**config.mk**
```make
export PLATFORM = sky130hd
export DESIGN_NAME = window_sorter
export DESIGN_NICKNAME = d
export VERILOG_FILES = /design/src/verilog/median_filter_pkg.sv /design/src/verilog/window_sorter.sv
export SDC_FILE = /design/constraint.sdc
export NUM_CORES = 1
export LEC_CHECK = 0
export ABC_AREA = 1
export BUFFER_PORTS_ARGS = -buffer_cell sky130_fd_sc_hd__clkbuf_2
export CAP_MARGIN = 25
export CORE_ASPECT_RATIO = 2
export CORE_MARGIN = 2
export CORE_UTILIZATION = 25
export CTS_CLUSTER_DIAMETER = 50
export CTS_CLUSTER_SIZE = 12
export DETAILED_ROUTE_END_ITERATION = 8
export HOLD_SLACK_MARGIN = 0.03
export PLACE_DENSITY = 0.4
export RECOVER_POWER = 100
export SKIP_CTS_REPAIR_TIMING = 1
export SYNTH_ARGS = -nofsm -noshare
export SYNTH_HDL_FRONTEND = slang
export SYNTH_SLANG_ARGS = --single-unit
```
**constraint.sdc**
```tcl
create_clock -name CLK -period 2.4 [get_ports CLK]
set_input_delay 0.36 -clock CLK [delete_from_list [all_inputs] [get_ports CLK]]
set_output_delay 0.36 -clock CLK [all_outputs]
set_load 0.02 [all_outputs]
```
**src/verilog/median_filter_pkg.sv**
```systemverilog
`default_nettype none

package median_filter_pkg;

    // Pixel and image geometry
    localparam int PIXEL_W = 8;
    typedef logic [PIXEL_W-1:0] pixel_t;

    localparam int ADDR_W = 12;
    typedef logic [ADDR_W-1:0] pixel_addr_t;

    localparam int DIM_W = 7;
    typedef logic [DIM_W-1:0] dim_t;

    // Host register map
    localparam int MODE_W = 2;
    typedef logic [MODE_W-1:0] mode_t;

    localparam mode_t MODE_PIXEL  = 2'd0;
    localparam mode_t MODE_CTRL   = 2'd1;
    localparam mode_t MODE_WIDTH  = 2'd2;
    localparam mode_t MODE_HEIGHT = 2'd3;

    localparam int BUS_W = 32;
    typedef logic [BUS_W-1:0] bus_t;

    typedef logic [MODE_W+ADDR_W-1:0] host_addr_t;

    // 3x3 window
    localparam int TAPS       = 9;
    localparam int CENTER_TAP = 4;
    typedef logic [3:0] tap_idx_t;

endpackage

`default_nettype wire

```
**src/verilog/window_sorter.sv**
```systemverilog
`timescale 1ns/100ps
`default_nettype none

module window_sorter (
    input  wire                              CLK,
    input  wire                              RST,
    input  wire                              load_i,
    input  wire median_filter_pkg::tap_idx_t load_idx_i,
    input  wire                              load_pad_i,
    input  wire median_filter_pkg::pixel_t   load_pixel_i,
    input  wire                              start_i,
    output logic                             done_o,
    output median_filter_pkg::pixel_t        median_o
);

    median_filter_pkg::pixel_t   win_q  [median_filter_pkg::TAPS];
    median_filter_pkg::pixel_t   sorted [median_filter_pkg::TAPS];
    median_filter_pkg::tap_idx_t pass_q;
    median_filter_pkg::tap_idx_t pass;
    logic                        running_q;
    logic                        active;
    logic                        last_pass;

    // The start cycle already runs pass 0
    assign active    = start_i | running_q;
    assign pass      = start_i ? '0 : pass_q;
    assign last_pass = (pass == median_filter_pkg::tap_idx_t'(median_filter_pkg::TAPS - 1));

    // One odd-even transposition pass, even pairs on even passes
    always_comb begin
        sorted = win_q;
        for (int k = 0; k < median_filter_pkg::TAPS - 1; k++) begin
            if ((k[0] == pass[0]) && (win_q[k] > win_q[k+1])) begin
                sorted[k]   = win_q[k+1];
                sorted[k+1] = win_q[k];
            end
        end
    end

    always_ff @(posedge CLK) begin
        if (load_i) begin
            win_q[load_idx_i] <= load_pad_i ? '0 : load_pixel_i;
        end else if (active) begin
            win_q <= sorted;
        end
    end

    always_ff @(posedge CLK or negedge RST) begin
        if (!RST) begin
            running_q <= 1'b0;
            pass_q    <= '0;
            done_o    <= 1'b0;
        end else begin
            done_o <= 1'b0;
            if (active) begin
                if (last_pass) begin
                    running_q <= 1'b0;
                    pass_q    <= '0;
                    done_o    <= 1'b1;
                end else begin
                    running_q <= 1'b1;
                    pass_q    <= pass + 4'd1;
                end
            end
        end
    end

    // Nine passes leave the window fully ordered
    assign median_o = win_q[median_filter_pkg::CENTER_TAP];

endmodule

`default_nettype wire

```
# Word-level counts from Yosys, hierarchy flattened
# Index checks and enable logic that the tools add are counted.
# op_classes
addsub,1
order_cmp,10
eq_ne,1
muxes,19
bitwise,3
n_reduce_logical,28
# op_table
cell,count
$mux W72,2
$mux W16,8
$bwmux W72,1
$gt A8 B8 Y1,8
$demux W8 S4,1
$reduce_bool A3 Y1,7
$reduce_and A2 Y1,9
$mux W8,2
$logic_and A1 B1 Y1,9
$mux W4,2
$reduce_bool A2 Y1,3
$ge A5 B5 Y1 const B,1
$lt A5 B1 Y1 const B,1
$not A4 Y5,1
$add A4 B1 Y4 const B,1
$eq A4 B4 Y1 const B,1
$mux W1,3
$not A1 Y1,1
$or A1 B1 Y1,1
# totals
reg_bits,78
in_bits,17
output_inout_bits,9
elab_cells,74

# Logic depth before layout (Yosys ltp)
# logic_depth
ltp_word,13
ltp_mapped,14
ltp_nobuf,13

# Worst setup path after synthesis
# Ideal clock, no wire load.
# synth_path
path_type,flip-flop to flip-flop
from,register win_q[7] (netlist name)
to,"register win_q[0] (netlist name), enable pin"
setup_ps,384
arrival_ps,1626
required_ps,2016
path_slack_ps,390
stages_incl_launch_ff,10
n_path_buf,1
synth_period_minus_slack_ps,2010
path_cell_list,edfxtp_1 inv_1 ha_1 nand2_1 nor2_2 nand2_1 nand2_2 buf_4 nand3_1 o21ai_0
# synth_between
elab_chain_cells,4
# synth_lines
element,line,text
"start, declared",window_sorter.sv:16,median_filter_pkg::pixel_t win_q [median_filter_pkg::TAPS];
"start signal, assigned by index",window_sorter.sv:42,win_q[load_idx_i] <= load_pad_i ? '0 : load_pixel_i;
"start signal, assigned",window_sorter.sv:44,win_q <= sorted;
$gt A8 B8 Y1,window_sorter.sv:33,if ((k[0] == pass[0]) && (win_q[k] > win_q[k+1])) begin
$logic_and A1 B1 Y1,window_sorter.sv:33,
$reduce_bool A2 Y1 (no source line),n/a,
$reduce_and A2 Y1 (no source line),n/a,
# No other way between the ends.
# A chain may end at the register's enable or synchronous reset.

# Worst setup path after layout
# layout_path
from,register win_q[15] (netlist name)
to,register win_q[13] (netlist name) (data pin)
# layout_between
elab_chain_cells,5
# layout_lines
element,line,text
$gt A8 B8 Y1,window_sorter.sv:33,
$logic_and A1 B1 Y1,window_sorter.sv:33,
$mux W16,window_sorter.sv:33,
$mux W72,window_sorter.sv:43,end else if (active) begin
$mux W72,window_sorter.sv:41,if (load_i) begin
# No other way between the ends. The select of a mux whose other input is x is not followed.

==> run_results.csv <==
group,metric,value,unit
outcome,outcome,"finished, final reports clean",
timing,max_slew_margin,57.5,%
clock_tree,path_clk_slew,0.07,ns
critical_path,worstPathCellList,"inv_1, ha_1, nand2_1, nor2_1, nand2_1, nand2_1, clkbuf_1, nand3_1, nand2_1, nand2_1, nand2_1",
synthesis,synthCells,844,
timing,fin_crit_sh,94.1,%
synthesis,synth-edff-count,72,
synthesis,ys_top_cells_by_area,"edfxtp_1 (34%), nand2_1 (17%), ha_1 (13%)",
critical_path,reg2reg_depth,11,
critical_path,crit_required,2.64,ns
hold_path,hold_start,"load_pixel_i[4]",
critical_path,cp-end-kind,"flop",
job,cap_violations,0,
synthesis,yosysMostFrequentCell,"nand2_1",
route,post-route-drc-count,0,
pwr,p_sw_share,39.6,%
hold_path,holdPathStages,3,
timing,hold_viol,0,
timing,slew_violations,0,
timing,fin_skew,0.00904,ns
pwr,ir_drop,0.365,mV
layout,final.fill_count,2844,
critical_path,slowest_stage,"edfxtp_1",
layout,fin_nets,969,
clock_tree,clk_latency,0.36,ns
die,die_height,229,um
synthesis,synth_ff_type,"edfxtp_1",
pwr,p_per_area,726,nW/um^2
timing,fmax,443,MHz
synthesis,synthTopCellsByCount,"nand2_1 (285), inv_1 (124), nand3_1 (100)",
synthesis,netlist_area,6340,um^2
placed_design,port_buffers,25,
clock_tree,cts_max_path_buffers,2,
synthesis,synth_top_cell_area_share,34.1,%
layout,drive_above_1_share,9.43,%
die,die_w,117,um
clock_tree,cts.htree.levels,3,
die,core_region_area,25000,um^2
route,vias_per_cell,4.44,
critical_path,cp.arrival,2.50,ns
critical_path,crit_path_start,"win_q[15]$_DFFE_PP_",
global_routing,grtUsageTotal,18.0,%
critical_path,max_stage_delay,0.37,ns
route,dr_total_vias,5454,
synthesis,synthArstFlopShare,7.69,%
timing,setup_viol,0,
critical_path,crit_end,"win_q[13]$_DFFE_PP_",
layout,diodes,0,
route,firstDrtPassIters,4,
layout,fin_util,28.7,%
critical_path,reg2reg_to,"win_q[13]$_DFFE_PP_",
critical_path,startpoint_type,"flop",
pwr,p_int,3140,uW
critical_path,cpMostUsedCell,"nand2_1",
synthesis,yosys.area.top_type,"edfxtp_1",
clock_tree,cts_tree,"yes",
die,dieArea,26700,um^2
timing,rsz0062_at_grt,"false",
route,drtAntennaViolNets,0,
hold_path,hold_class,"primary input to flop",
synthesis,yosysSeqAreaShare,36.4,%
global_routing,overflow,0,
clock_tree,cts_sinks,78,
synthesis,synth_seq_cells,78,
global_routing,grt_max_degree,42,
global_routing,first_global_vias,5869,
pwr,combPwrFrac,35.2,%
timing,worstMarginPinSlew,0.631,ns
synthesis,synth_area_per_cell,7.52,um^2
placed_design,gp_congestion,0.877,
global_routing,grt_pass1_wl,34500,um
timing,finalCriticalPeriod,2.26,ns
critical_path,worstPathMaxFanout,6,
clock_tree,clockRootBuffer,"clkbuf_16",
critical_path,r2r_slack,0.14,ns
critical_path,r2r-start,"win_q[15]$_DFFE_PP_",
critical_path,path_depth,11,
route,drtIter0Drc,246,
pwr,switchingPower,2060,uW
global_routing,antenna_found_initial,0,
clock_tree,cts-buffers-inserted,9,
synthesis,synth.distinct_cells,34,
synthesis,yosysWarnings,0,
layout,syn_to_final_growth,13.1,%
pwr,clockPowerShare,27.4,%
critical_path,crit_buf_inv,2,
die,fp-row-count,82,
critical_path,critical_path.top_delay_family,"simple AND/OR/NAND/NOR gates",
synthesis,syn_nets,927,
timing,tns,0,ns
pwr,p_seq_share,37.4,%
critical_path,crit_type,"flop to flop",
route,wl,22800,um
route,wl_per_cell,18.5,um
placed_design,dp_hpwl,18700,um
pwr,p_leak,0.00355,uW
die,start_util,25.3,%
die,ios,26,
-- cell families (layout without fill, tap and decap cells) --
group / after synthesis / count (layout) / synth area share [%]
AND/OR/NAND/NOR: 483 / 483 / 33.0
buffers and inverters: 154 / 201 / 10.6
flip-flops: 78 / 78 / 36.4
adder cells (fa/ha/maj): 66 / 66 / 13.0
AO/OA/AOI/OAI: 62 / 62 / 6.82
XOR/XNOR: 1 / 1 / 0.138
-- metrics by stage --
| stage | hold WS [ns] | cells | area, um^2 | worst slack [ns] | power (uW) |
|---|---|---|---|---|---|
| final | 0.377 | 1227 | 7170 | 0.142 | 5210 |
| after global routing | 0.398 | 1227 | 7170 | 0.0275 | 5580 |
| after CTS | -0.199 | 1226 | 7240 | 0.115 | 5340 |
| after detailed placement | 0.199 | 1210 | 6950 | 0.125 | 3890 |
| after global placement | 0.200 | 1210 | 6950 | 0.118 | 3890 |
| after floorplan | 0.0644 | 844 | 6340 | 0.390 | 3220 |
-- layout by cell type, fill, tap and decap left out, types with 4 or more instances in the layout --
master     count
o22ai_1        9
a21oi_4        7
clkbuf_16      9
dfrtp_1        6
nand2_2        6
clkbuf_1      16
edfxtp_1      72
nand3_1      105
nand2_1      289
a21oi_1       20
o21ai_0       14
a21o_1         7
ha_1          66
clkinv_4       4
inv_1        124
clkbuf_2      16
nor2_1        64
nand4_1        9
buf_4         18
-- flip-flops by register name (all words and copies together), names as in the netlist --
| signal | cells |
|---|---|
| running_q | 1 |
| median_o | 8 |
| done_o | 1 |
| win_q | 64 |
| pass_q | 4 |
-- worst min-delay path, cell delays in order --
cell and delay [ns]:
clkbuf_2 0.08, nand2_1 0.07, o22ai_1 0.11
-- area by class of cell --
cell class	count	area [um^2]	area share [%]
Clock buffer	9	225	3.14
Clock inverter	7	72.6	1.01
Inverter	133	520	7.26
Multi-Input combinational cell	612	3320	46.2
Sequential cell	78	2310	32.2
Tap cell	336	420	5.86
Timing Repair Buffer	52	305	4.26
-- power groups by stage --
stage / combinational, uW / clock [uW] / sequential [uW]
2_1_floorplan: 1350 / 0 / 1870
3_3_place_gp: 1920 / 0 / 1980
3_5_place_dp: 1910 / 0 / 1980
4_1_cts: 1920 / 1470 / 1950
5_1_grt: 2120 / 1500 / 1970
6_report: 1830 / 1430 / 1950
-- worst min-delay path by stage --
stage	endpoint
after floorplan	done_o$_DFF_PN0_
after global placement	pass_q[1]$_DFFE_PN0P_
after detailed placement	pass_q[1]$_DFFE_PN0P_
after CTS	pass_q[1]$_DFFE_PN0P_
after global routing	win_q[68]$_DFFE_PP_
final	win_q[68]$_DFFE_PP_
-- layer usage --
| layer | vias to the layer above | GRT usage, % | routed length [um] |
|---|---|---|---|
| met3 | 49 | 2.36 | 617 |
| met1 | 2484 | 16.4 | 7410 |
| li1 | 2823 | - | - |
| met2 | 98 | 35.8 | 13300 |
| met5 | - | 0 | 0 |
| met4 | 0 | 10.7 | 1450 |
No activity file was read; power rests on OpenSTA's default activity.
