### src/verilog/median_filter_pkg.sv
`default_nettype none

package median_filter_pkg;

    // Pixel and image geometry
    localparam int PIXEL_W = 8;
    typedef logic [PIXEL_W-1:0] pixel_t;

    localparam int ADDR_W = 12;
    typedef logic [ADDR_W-1:0] pixel_addr_t;

    localparam int DIM_W = 7;
    typedef logic [DIM_W-1:0] dim_t;

    // Host register map
    localparam int MODE_W = 2;
    typedef logic [MODE_W-1:0] mode_t;

    localparam mode_t MODE_PIXEL  = 2'd0;
    localparam mode_t MODE_CTRL   = 2'd1;
    localparam mode_t MODE_WIDTH  = 2'd2;
    localparam mode_t MODE_HEIGHT = 2'd3;

    localparam int BUS_W = 32;
    typedef logic [BUS_W-1:0] bus_t;

    typedef logic [MODE_W+ADDR_W-1:0] host_addr_t;

    // 3x3 window
    localparam int TAPS       = 9;
    localparam int CENTER_TAP = 4;
    typedef logic [3:0] tap_idx_t;

endpackage

`default_nettype wire

### src/verilog/filter_sequencer.sv
`timescale 1ns/100ps
`default_nettype none

module filter_sequencer (
    input  wire                                CLK,
    input  wire                                RST,
    input  wire                                start_i,
    input  wire median_filter_pkg::dim_t       width_i,
    input  wire median_filter_pkg::dim_t       height_i,
    output logic                               busy_o,
    output logic                               done_o,
    output median_filter_pkg::pixel_addr_t     raddr_o,
    output logic                               load_o,
    output median_filter_pkg::tap_idx_t        load_idx_o,
    output logic                               load_pad_o,
    output logic                               sort_start_o,
    input  wire                                sort_done_i,
    input  wire median_filter_pkg::pixel_t     median_i,
    output logic                               out_we_o,
    output median_filter_pkg::pixel_addr_t     out_waddr_o,
    output median_filter_pkg::pixel_t          out_wdata_o
);

    typedef enum logic [1:0] {
        ST_IDLE,
        ST_EXEC,
        ST_DONE
    } state_t;

    state_t                         state_q;
    median_filter_pkg::dim_t        row_q;
    median_filter_pkg::dim_t        col_q;
    median_filter_pkg::pixel_addr_t row_base_q;
    median_filter_pkg::tap_idx_t    tap_q;
    logic                           fetch_q;

    logic                           last_tap;
    logic                           last_col;
    logic                           last_row;
    logic                           up;
    logic                           down;
    logic                           left;
    logic                           right;
    logic                           pad;
    median_filter_pkg::pixel_addr_t width_ext;
    median_filter_pkg::pixel_addr_t center_addr;
    median_filter_pkg::pixel_addr_t row_addr;

    assign busy_o = (state_q == ST_EXEC);
    assign done_o = (state_q == ST_DONE);

    assign last_tap = (tap_q == median_filter_pkg::tap_idx_t'(median_filter_pkg::TAPS - 1));
    assign last_col = (col_q == width_i - median_filter_pkg::dim_t'(1));
    assign last_row = (row_q == height_i - median_filter_pkg::dim_t'(1));

    // Taps run row by row through the window with 0..2 above and 6..8 below
    assign up    = (tap_q < median_filter_pkg::tap_idx_t'(3));
    assign down  = (tap_q > median_filter_pkg::tap_idx_t'(5));
    assign left  = (tap_q == 4'd0) | (tap_q == 4'd3) | (tap_q == 4'd6);
    assign right = (tap_q == 4'd2) | (tap_q == 4'd5) | (tap_q == 4'd8);

    assign pad = (up & (row_q == '0)) | (down & last_row) |
                 (left & (col_q == '0)) | (right & last_col);

    assign width_ext   = median_filter_pkg::pixel_addr_t'(width_i);
    assign center_addr = row_base_q + median_filter_pkg::pixel_addr_t'(col_q);

    always_comb begin
        if (up) begin
            row_addr = center_addr - width_ext;
        end else if (down) begin
            row_addr = center_addr + width_ext;
        end else begin
            row_addr = center_addr;
        end

        // Padded taps may wrap here since the sorter replaces them with zero
        if (left) begin
            raddr_o = row_addr - median_filter_pkg::pixel_addr_t'(1);
        end else if (right) begin
            raddr_o = row_addr + median_filter_pkg::pixel_addr_t'(1);
        end else begin
            raddr_o = row_addr;
        end
    end

    always_ff @(posedge CLK or negedge RST) begin
        if (!RST) begin
            state_q    <= ST_IDLE;
            row_q      <= '0;
            col_q      <= '0;
            row_base_q <= '0;
            tap_q      <= '0;
            fetch_q    <= 1'b0;
        end else begin
            case (state_q)
                ST_IDLE: begin
                    if (start_i) begin
                        state_q    <= ST_EXEC;
                        row_q      <= '0;
                        col_q      <= '0;
                        row_base_q <= '0;
                        tap_q      <= '0;
                        fetch_q    <= 1'b1;
                    end
                end
                ST_EXEC: begin
                    if (fetch_q) begin
                        if (last_tap) begin
                            tap_q   <= '0;
                            fetch_q <= 1'b0;
                        end else begin
                            tap_q <= tap_q + 4'd1;
                        end
                    end
                    if (sort_done_i) begin
                        if (!last_col) begin
                            col_q   <= col_q + median_filter_pkg::dim_t'(1);
                            fetch_q <= 1'b1;
                        end else if (!last_row) begin
                            col_q      <= '0;
                            row_q      <= row_q + median_filter_pkg::dim_t'(1);
                            row_base_q <= row_base_q + width_ext;
                            fetch_q    <= 1'b1;
                        end else begin
                            col_q   <= '0;
                            state_q <= ST_DONE;
                        end
                    end
                end
                ST_DONE: begin
                    if (!start_i) begin
                        state_q <= ST_IDLE;
                    end
                end
                default: state_q <= ST_IDLE;
            endcase
        end
    end

    // Load strobe trails the tap read by the RAM latency
    always_ff @(posedge CLK or negedge RST) begin
        if (!RST) begin
            load_o       <= 1'b0;
            load_idx_o   <= '0;
            load_pad_o   <= 1'b0;
            sort_start_o <= 1'b0;
        end else begin
            load_o       <= fetch_q;
            load_idx_o   <= tap_q;
            load_pad_o   <= pad;
            sort_start_o <= load_o &&
                (load_idx_o == median_filter_pkg::tap_idx_t'(median_filter_pkg::TAPS - 1));
        end
    end

    assign out_we_o    = sort_done_i;
    assign out_waddr_o = center_addr;
    assign out_wdata_o = median_i;

endmodule

`default_nettype wire

### config.mk
export PLATFORM = sky130hd
export DESIGN_NAME = filter_sequencer
export DESIGN_NICKNAME = d
export VERILOG_FILES = /design/src/verilog/median_filter_pkg.sv /design/src/verilog/filter_sequencer.sv
export SDC_FILE = /design/constraint.sdc
export NUM_CORES = 1
export LEC_CHECK = 0
export BUFFER_PORTS_ARGS = -buffer_cell sky130_fd_sc_hd__buf_2
export CAP_MARGIN = 5
export CORE_AREA = 5 5 97 99
export DETAILED_ROUTE_END_ITERATION = 8
export DIE_AREA = 0 0 102 104
export PLACE_DENSITY = 0.84
export SLEW_MARGIN = 15
export SYNTH_ARGS = -nofsm -noshare
export SYNTH_HDL_FRONTEND = slang
export SYNTH_SLANG_ARGS = --single-unit
### constraint.sdc
create_clock -name CLK -period 6.18 [get_ports CLK]
set_input_delay 0.309 -clock CLK [delete_from_list [all_inputs] [get_ports CLK]]
set_output_delay 0.309 -clock CLK [all_outputs]
set_load 0.03 [all_outputs]
# After elaboration in Yosys (flattened, before gate mapping)
# Index checks and enable logic that the tools add are counted.
# Widths: inputs -> output; s select.
# op_classes
mux	34
order_cmp	2
add_sub_neg	11
n_eq_ne	17
bitwise_logic	11
reduce_logical	11
# op_table
operator	n
$mux 12	8
$mux 7	6
$add 12x7->12	3
$pmux 7 s2	2
$pmux 12 s2	1
$add 7x1->7 const B	2
$eq 7x7->1	2
$logic_not 7->1	2
$sub 7x1->7 const B	2
$add 12x1->12 const B	1
$mux 4	3
$sub 12x1->12 const B	1
$sub 12x7->12	1
$mux 2	5
$reduce_and 5->1	2
$eq 4x2->1 const B	2
$eq 4x3->1 const B	2
$eq 4x4->1 const B	2
$ne 2x1->1 const B	4
$pmux 4 s2	1
$or 1x1->1	7
$mux 1	6
$ne 2x2->1 const B	3
$pmux 2 s3	1
13 further kinds	17
# word_totals
output_inout_bits	42
elab_cells	96
reg_bits	40
inputBits	26

# Longest topological paths before layout
# Gate-level depths: netlist (run 1).
# depth
ltp_word	7
mapped_depth	15
depth_no_buf	15

# Least setup slack after synthesis (run 1)
# No wires, ideal clock.
# synth_timing
path_type	register to output
startpoint	register col_q[0]
endpoint	output port raddr_o[11]
path_stages_with_launch	15
arrival_time_ns	4.474
required_ns	5.871
setup_slack_ns	1.397
path_buffers	0
path_cell_list	dfrtp_1 > ha_1 > fa_1 > a211oi_1 > nor2_1 > nor2_1 > ha_1 > a221oi_1 > and2_1 > o22ai_1 > a211o_1 > nor4_1 > o2111ai_1 > mux2i_1 > xor2_1
# synth_via
elab_chain_len	7
elab_cells_between_ends	9
cone_classes	add/sub: 5; mux: 4
# synth_rtl
item	line	rtl
from (decl)	filter_sequencer.sv:32	median_filter_pkg::dim_t col_q;
from (signal assigned)	filter_sequencer.sv:118	col_q <= col_q + median_filter_pkg::dim_t'(1);
$add 12x7->12 *	filter_sequencer.sv:66	assign center_addr = row_base_q + median_filter_pkg::pixel_addr_t'(col_q);
via out_waddr_o[4]	filter_sequencer.sv:20	output median_filter_pkg::pixel_addr_t out_waddr_o,
$add 12x7->12	filter_sequencer.sv:72	row_addr = center_addr + width_ext;
$mux 12	filter_sequencer.sv:71	end else if (down) begin
$mux 12 *	filter_sequencer.sv:69	if (up) begin
$add 12x1->12	filter_sequencer.sv:81	raddr_o = row_addr + median_filter_pkg::pixel_addr_t'(1);
$mux 12	filter_sequencer.sv:80	end else if (right) begin
$mux 12 *	filter_sequencer.sv:78	if (left) begin
to (decl)	filter_sequencer.sv:12	output median_filter_pkg::pixel_addr_t raddr_o,
# The timed path passes the listed nets; every way through them passes the cells marked *.

# Worst setup path in the final report (run 1)
# layout_timing
startpoint	register col_q[0]
endpoint	output port raddr_o[9]
# layout_via
elab_chain_len	7
elab_cells_between_ends	9
cone_classes	add/sub: 5; mux: 4
# layout_rtl
item	line
$add 12x7->12 *	filter_sequencer.sv:66
$add 12x7->12	filter_sequencer.sv:72
$mux 12	filter_sequencer.sv:71
$mux 12 *	filter_sequencer.sv:69
$add 12x1->12	filter_sequencer.sv:81
$mux 12	filter_sequencer.sv:80
$mux 12 *	filter_sequencer.sv:78
# Mark *: on every way between the ends. The rest lies on a longest branch, timed or not.

==> flow_metrics.tcl, run 1 <==
set metrics [dict create \
    status "complete, no violations" \
    wl_met1_um 4900 \
    die_w_um 102 \
    async_flop_share_pct 100 \
    synth_area_leaders "dfrtp_1 22%, ha_1 11%, xnor2_1 7.4%" \
    synth_commonest_cells "41 x ha_1, 40 x dfrtp_1, 40 x nand2_1, 38 x xnor2_1, 34 x nor2_1" \
    setup_viol 0 \
    grt_pass1_wl_um 19000 \
    die_h_um 104 \
    postCtsSetupBuffers 0 \
    final_antenna_net_count 0 \
    layout.cells.non_filler 674 \
    start_util_pct 52.9 \
    place_ws_ns 1.38 \
    synth_warnings 0 \
    cp_max_fo 6 \
    cts_buffers 5 \
    synthFlopType "dfrtp_1" \
    fin_crit_sh_pct 85.2 \
    cts_tree "done" \
    die_area_um2 10600 \
    drtIter0Drc 303 \
    setup_ws_ns 0.917 \
    diodes 0 \
    worst-setup-path-type "flop to output pin" \
    reg2reg_from "col_q[4]$_DFFE_PN0P_" \
    finClkSkew_ns 0.00836 \
    synth_area_per_cell_um2 8.43 \
    synth_top_cell_by_area "dfrtp_1" \
    grt_pass1_vias 3950 \
    r2r-end "row_base_q[7]$_DFFE_PN0P_" \
    drtPass1Iterations 5 \
    critPathRequiredTime_ns 5.87 \
    cts_root_buf "clkbuf_8" \
    ctsResizeCount 0 \
    rrSetupSlack_ns 2.93 \
    setup_tns_ns 0 \
    rows 34 \
    worstPathArrival_ns 4.95 \
    finalMaxSlewViolations 0 \
    met3RoutedLength_um 622 \
    antenna_found_initial 0 \
    clk_latency_ns 0.30 \
    cap_viol_max_count 0 \
    routedWlPerCell_um 16.8 \
    cts_sinks 40 \
    gp_congestion 0.887 \
    period_minus_slack_ns 5.26 \
    ctsLongestPathBuffers 2 \
    hold_violations 0 \
    yosysMostFrequentCell "ha_1" \
    end_kind "output pin" \
    wl_um 11300 \
    grt_start_max_net_pins 41 \
    vias_per_cell 6.16 \
    num-nets-final 636 \
    dp_cells 666 \
    overflow 0 \
    num_vias 4154 \
    cp-start-kind "flop" \
    grt_setup_unrepaired "no" \
    hold_path.class "input pin to async pin" \
    routed.top_layer "met4" \
    synth-edff-count 0 \
    synthesis.nets 602 \
    core_area_um2 8470 \
    grtUsageTotal_pct 21.7 \
    startpoint "col_q[0]$_DFFE_PN0P_" \
    holdBufCountCts 0 \
    cts.reportedPaths.clkPinSlew_ns 0.08 \
    reg2reg_depth 8 \
    met2WireLength_um 5570 \
    drc 0 \
    area_delta_synth_final_pct 7.80 \
    fmax_mhz 190 \
    setup.worst_path.end "raddr_o[9]" \
    port_buffers 51 \
    synth.distinct_cells 73 \
    num-fill-cells 760 \
    synth-seq-cells 40 \
    syn-cell-area_um2 4470 \
    tightest_slew_ns 0.897 \
    ioPinCount 68 \
    ys_seq_area_share_pct 22.4 \
    htree_levels 2 \
    layout-drive-gt1-share_pct 14.7 \
    netlist_instances 531 \
    synth_top_cell_area_share_pct 22.4 \
    relSlewSlack_pct 40.2 \
    dpl.hpwl_um 8720 \
]
-- cells by family after synthesis --
family | after synthesis | synth area share, %
and+or+nand+nor | 192 | 23.9
AOI/OAI and AO/OA | 136 | 21.9
buffers and inverters | 57 | 6.26
xor gates and xnor gates | 51 | 9.98
adders and majority gates | 45 | 13.3
DFF | 40 | 22.4
muxes | 10 | 2.32
-- worst max-delay path, cell delays in order, from the launching register on --
cell	delay, ns
dfrtp_1	0.43
ha_1	0.25
fa_1	0.43
a211oi_1	0.37
nor2_1	0.15
nor2_1	0.31
ha_1	0.37
a221oi_1	0.42
and2_1	0.23
o22ai_1	0.10
a211o_1	0.36
nor4_1	0.46
mux2i_1	0.20
a21oi_1	0.22
xnor2_1	0.13
buf_2	0.21
-- area by class of cell --
type                       count  area, um2  area share [%]
sequential                    40       1000            20.8
inverter                      32        120            2.49
timing repair buffer          52        263            5.45
tap                          108        135            2.80
clock buffer                   5       68.8            1.43
multi-input combinational    434       3190            66.2
clock inverter                 3       42.5           0.882
-- registers in the layout (all words and copies together), names as in the netlist --
signal        count
load_idx_o        4
load_pad_o        1
state_q           2
row_q             7
col_q             7
sort_start_o      1
load_o            1
row_base_q       12
tap_q             4
fetch_q           1
-- per-layer routing --
| metal | GRT usage (%) | vias up |
|---|---|---|
| met3 | 3.02 | 17 |
| met4 | 6.65 | 0 |
| li1 | - | 2000 |
| met5 | 0 | - |
| met1 | 28.4 | 2006 |
| met2 | 36.7 | 131 |
-- cell usage in the layout (no fill, tap or decap), types with 13 or more instances in the layout --
cell type	count
a21oi_1	28
buf_2	51
dfrtp_1	40
ha_1	41
inv_1	30
nand2_1	40
nand3_1	14
nor2_1	34
nor2b_1	15
nor3_1	15
o21ai_0	27
xnor2_1	38
xor2_1	13
-- stage by stage --
| stage | instance area, um2 | hold slack (ns) | utilization [%] |
|---|---|---|---|
| after global placement | 4710 | 0.382 | 55.7 |
| after detailed placement | 4710 | 0.402 | 55.7 |
| final | 4820 | 0.120 | 57.0 |
| after floorplan | 4470 | 0.0134 | - |
| after global routing | 4820 | 0.190 | 57.0 |
| after CTS | 4820 | 0.144 | 57.0 |
-- worst min path at each step --
stage                   startpoint                   end  slack [ns]
2_1_floorplan                  RST  col_q[0]$_DFFE_PN0P_        0.01
3_3_place_gp   fetch_q$_DFFE_PN0P_      load_o$_DFF_PN0_        0.38
3_5_place_dp   fetch_q$_DFFE_PN0P_      load_o$_DFF_PN0_        0.40
4_1_cts                        RST   fetch_q$_DFFE_PN0P_        0.14
5_1_grt                        RST  tap_q[0]$_DFFE_PN0P_        0.19
6_report                       RST  tap_q[1]$_DFFE_PN0P_        0.12
Power of run 1 is not shown: default switching activity piles up to over one toggle a cycle in this logic, so the estimate is an artifact.
==> run 2: changes to the inputs <==
- CAP_MARGIN: 5 -> 20
- REMOVE_ABC_BUFFERS: unset -> 1
==> flow_metrics.tcl, run 2 (same netlist as run 1, synthesis figures left out) <==
set metrics [dict create \
    status "complete, no violations" \
    ctsLongestPathBuffers 2 \
    final_common_cell "buf_2" \
    num_vias 4162 \
    wl_um 11200 \
    slowest_delay_ns 0.44 \
    start_util_pct 52.9 \
    gp_congestion 0.904 \
    setup_viol 0 \
    worst-setup-path-type "flop to output pin" \
    dpl.hpwl_um 8680 \
    antenna_found_initial 0 \
    drtIter0Drc 271 \
    cts_tree "done" \
    grt_pass1_wl_um 18800 \
    grt_pass1_vias 4084 \
    core_area_um2 8470 \
    drc 0 \
    num-fill-cells 747 \
    largest_register_ffs 12 \
    grt_start_max_net_pins 41 \
    tightest_slew_ns 0.895 \
    cp_max_fo 6 \
    critPathRequiredTime_ns 5.87 \
    r2r-end "row_base_q[10]$_DFFE_PN0P_" \
    path_buf_inv 1 \
    reg2reg_from "col_q[4]$_DFFE_PN0P_" \
    num-nets-final 636 \
    grtUsageTotal_pct 21.0 \
    place_ws_ns 1.40 \
    reg2reg_depth 9 \
    fmax_mhz 189 \
    cts.reportedPaths.clkPinSlew_ns 0.09 \
    postCtsSetupBuffers 0 \
    ioPinCount 68 \
    relSlewSlack_pct 40.3 \
    crit_chain "ha_1 > fa_1 > a211oi_1 > nor2_1 > nor2_1 > ha_1 > a221oi_1 > and2_1 > o22ai_1 > a211o_1 > nor4_1 > o2111ai_1 > mux2i_1 > xor2_1 > buf_2" \
    holdBufCountCts 0 \
    mostFrequentLayoutCells "51 x buf_2, 41 x ha_1, 40 x nand2_1, 40 x dfrtp_1, 38 x xnor2_1" \
    cp_slowest_cell "nor4_1" \
    dp_cells 666 \
    area_delta_synth_final_pct 7.91 \
    top_register "row_base_q" \
    hold_violations 0 \
    final_area_um2 4830 \
    top_regs "row_base_q (12), col_q (7), row_q (7)" \
    overflow 0 \
    htree_levels 2 \
    rrSetupSlack_ns 3.01 \
    ctsResizeCount 0 \
    die_area_um2 10600 \
    path_delay_family "compound AO/OA/AOI/OAI gates" \
    setup_ws_ns 0.877 \
    grt_setup_unrepaired "no" \
    die_w_um 102 \
    end_kind "output pin" \
    final_antenna_net_count 0 \
    rows 34 \
    cts_buffers 5 \
    setup_tns_ns 0 \
    port_buffers 51 \
    dpl_cell_area_um2 4710 \
    cts_root_buf "clkbuf_8" \
    cp-start-kind "flop" \
    cap_viol_max_count 0 \
    die_h_um 104 \
    hold_path.class "input pin to async pin" \
    finClkSkew_ns 0.0163 \
    fin_crit_sh_pct 85.8 \
    diodes 0 \
    cts_sinks 40 \
    period_minus_slack_ns 5.30 \
    layout-drive-gt1-share_pct 14.7 \
    routedWlPerCell_um 16.6 \
    worstPathArrival_ns 4.99 \
    vias_per_cell 6.18 \
    clk_latency_ns 0.30 \
    drtPass1Iterations 5 \
    finalMaxSlewViolations 0 \
    layout.cells.non_filler 674 \
]
run 2: cell types whose count changed in the layout (fill, tap and decap cells not counted), sizes merged:
cell / delta
clkinvlp: -1
clkinv: +1
run 2: how the worst max path moves through the flow:
stage,cells after the start,start,slack [ns],to
final,15,col_q[0]$_DFFE_PN0P_,0.88,raddr_o[11]
after global routing,16,col_q[0]$_DFFE_PN0P_,0.71,raddr_o[9]
after CTS,16,col_q[0]$_DFFE_PN0P_,1.06,raddr_o[9]
after detailed placement,16,col_q[0]$_DFFE_PN0P_,1.40,raddr_o[9]
after global placement,15,col_q[0]$_DFFE_PN0P_,1.56,raddr_o[10]
after floorplan,14,col_q[0]$_DFFE_PN0P_,1.40,raddr_o[11]
run 2: area by class of cell:
cell class	count	area [um2]	area share [%]
Clock buffer	5	68.8	1.43
Clock inverter	3	47.5	0.985
Inverter	32	120	2.49
Multi-Input combinational cell	434	3190	66.1
Sequential cell	40	1000	20.7
Tap cell	108	135	2.80
Timing Repair Buffer	52	263	5.44
run 2: metrics by stage:
| step | hold slack [ns] | utilization (%) |
|---|---|---|
| 2_1_floorplan | 0.0134 | - |
| 3_3_place_gp | 0.390 | 55.7 |
| 3_5_place_dp | 0.395 | 55.7 |
| 4_1_cts | 0.162 | 57.0 |
| 5_1_grt | 0.208 | 57.0 |
| 6_report | 0.130 | 57.0 |
run 2: metal layers:
metal / vias to the layer above / wire, um / track usage [%]
met5: - / 0 / 0
met4: 0 / 223 / 5.90
met3: 21 / 660 / 2.62
met2: 156 / 5500 / 36.8
met1: 1991 / 4810 / 26.8
li1: 1994 / - / -
Power of run 2 is left out for the same reason.
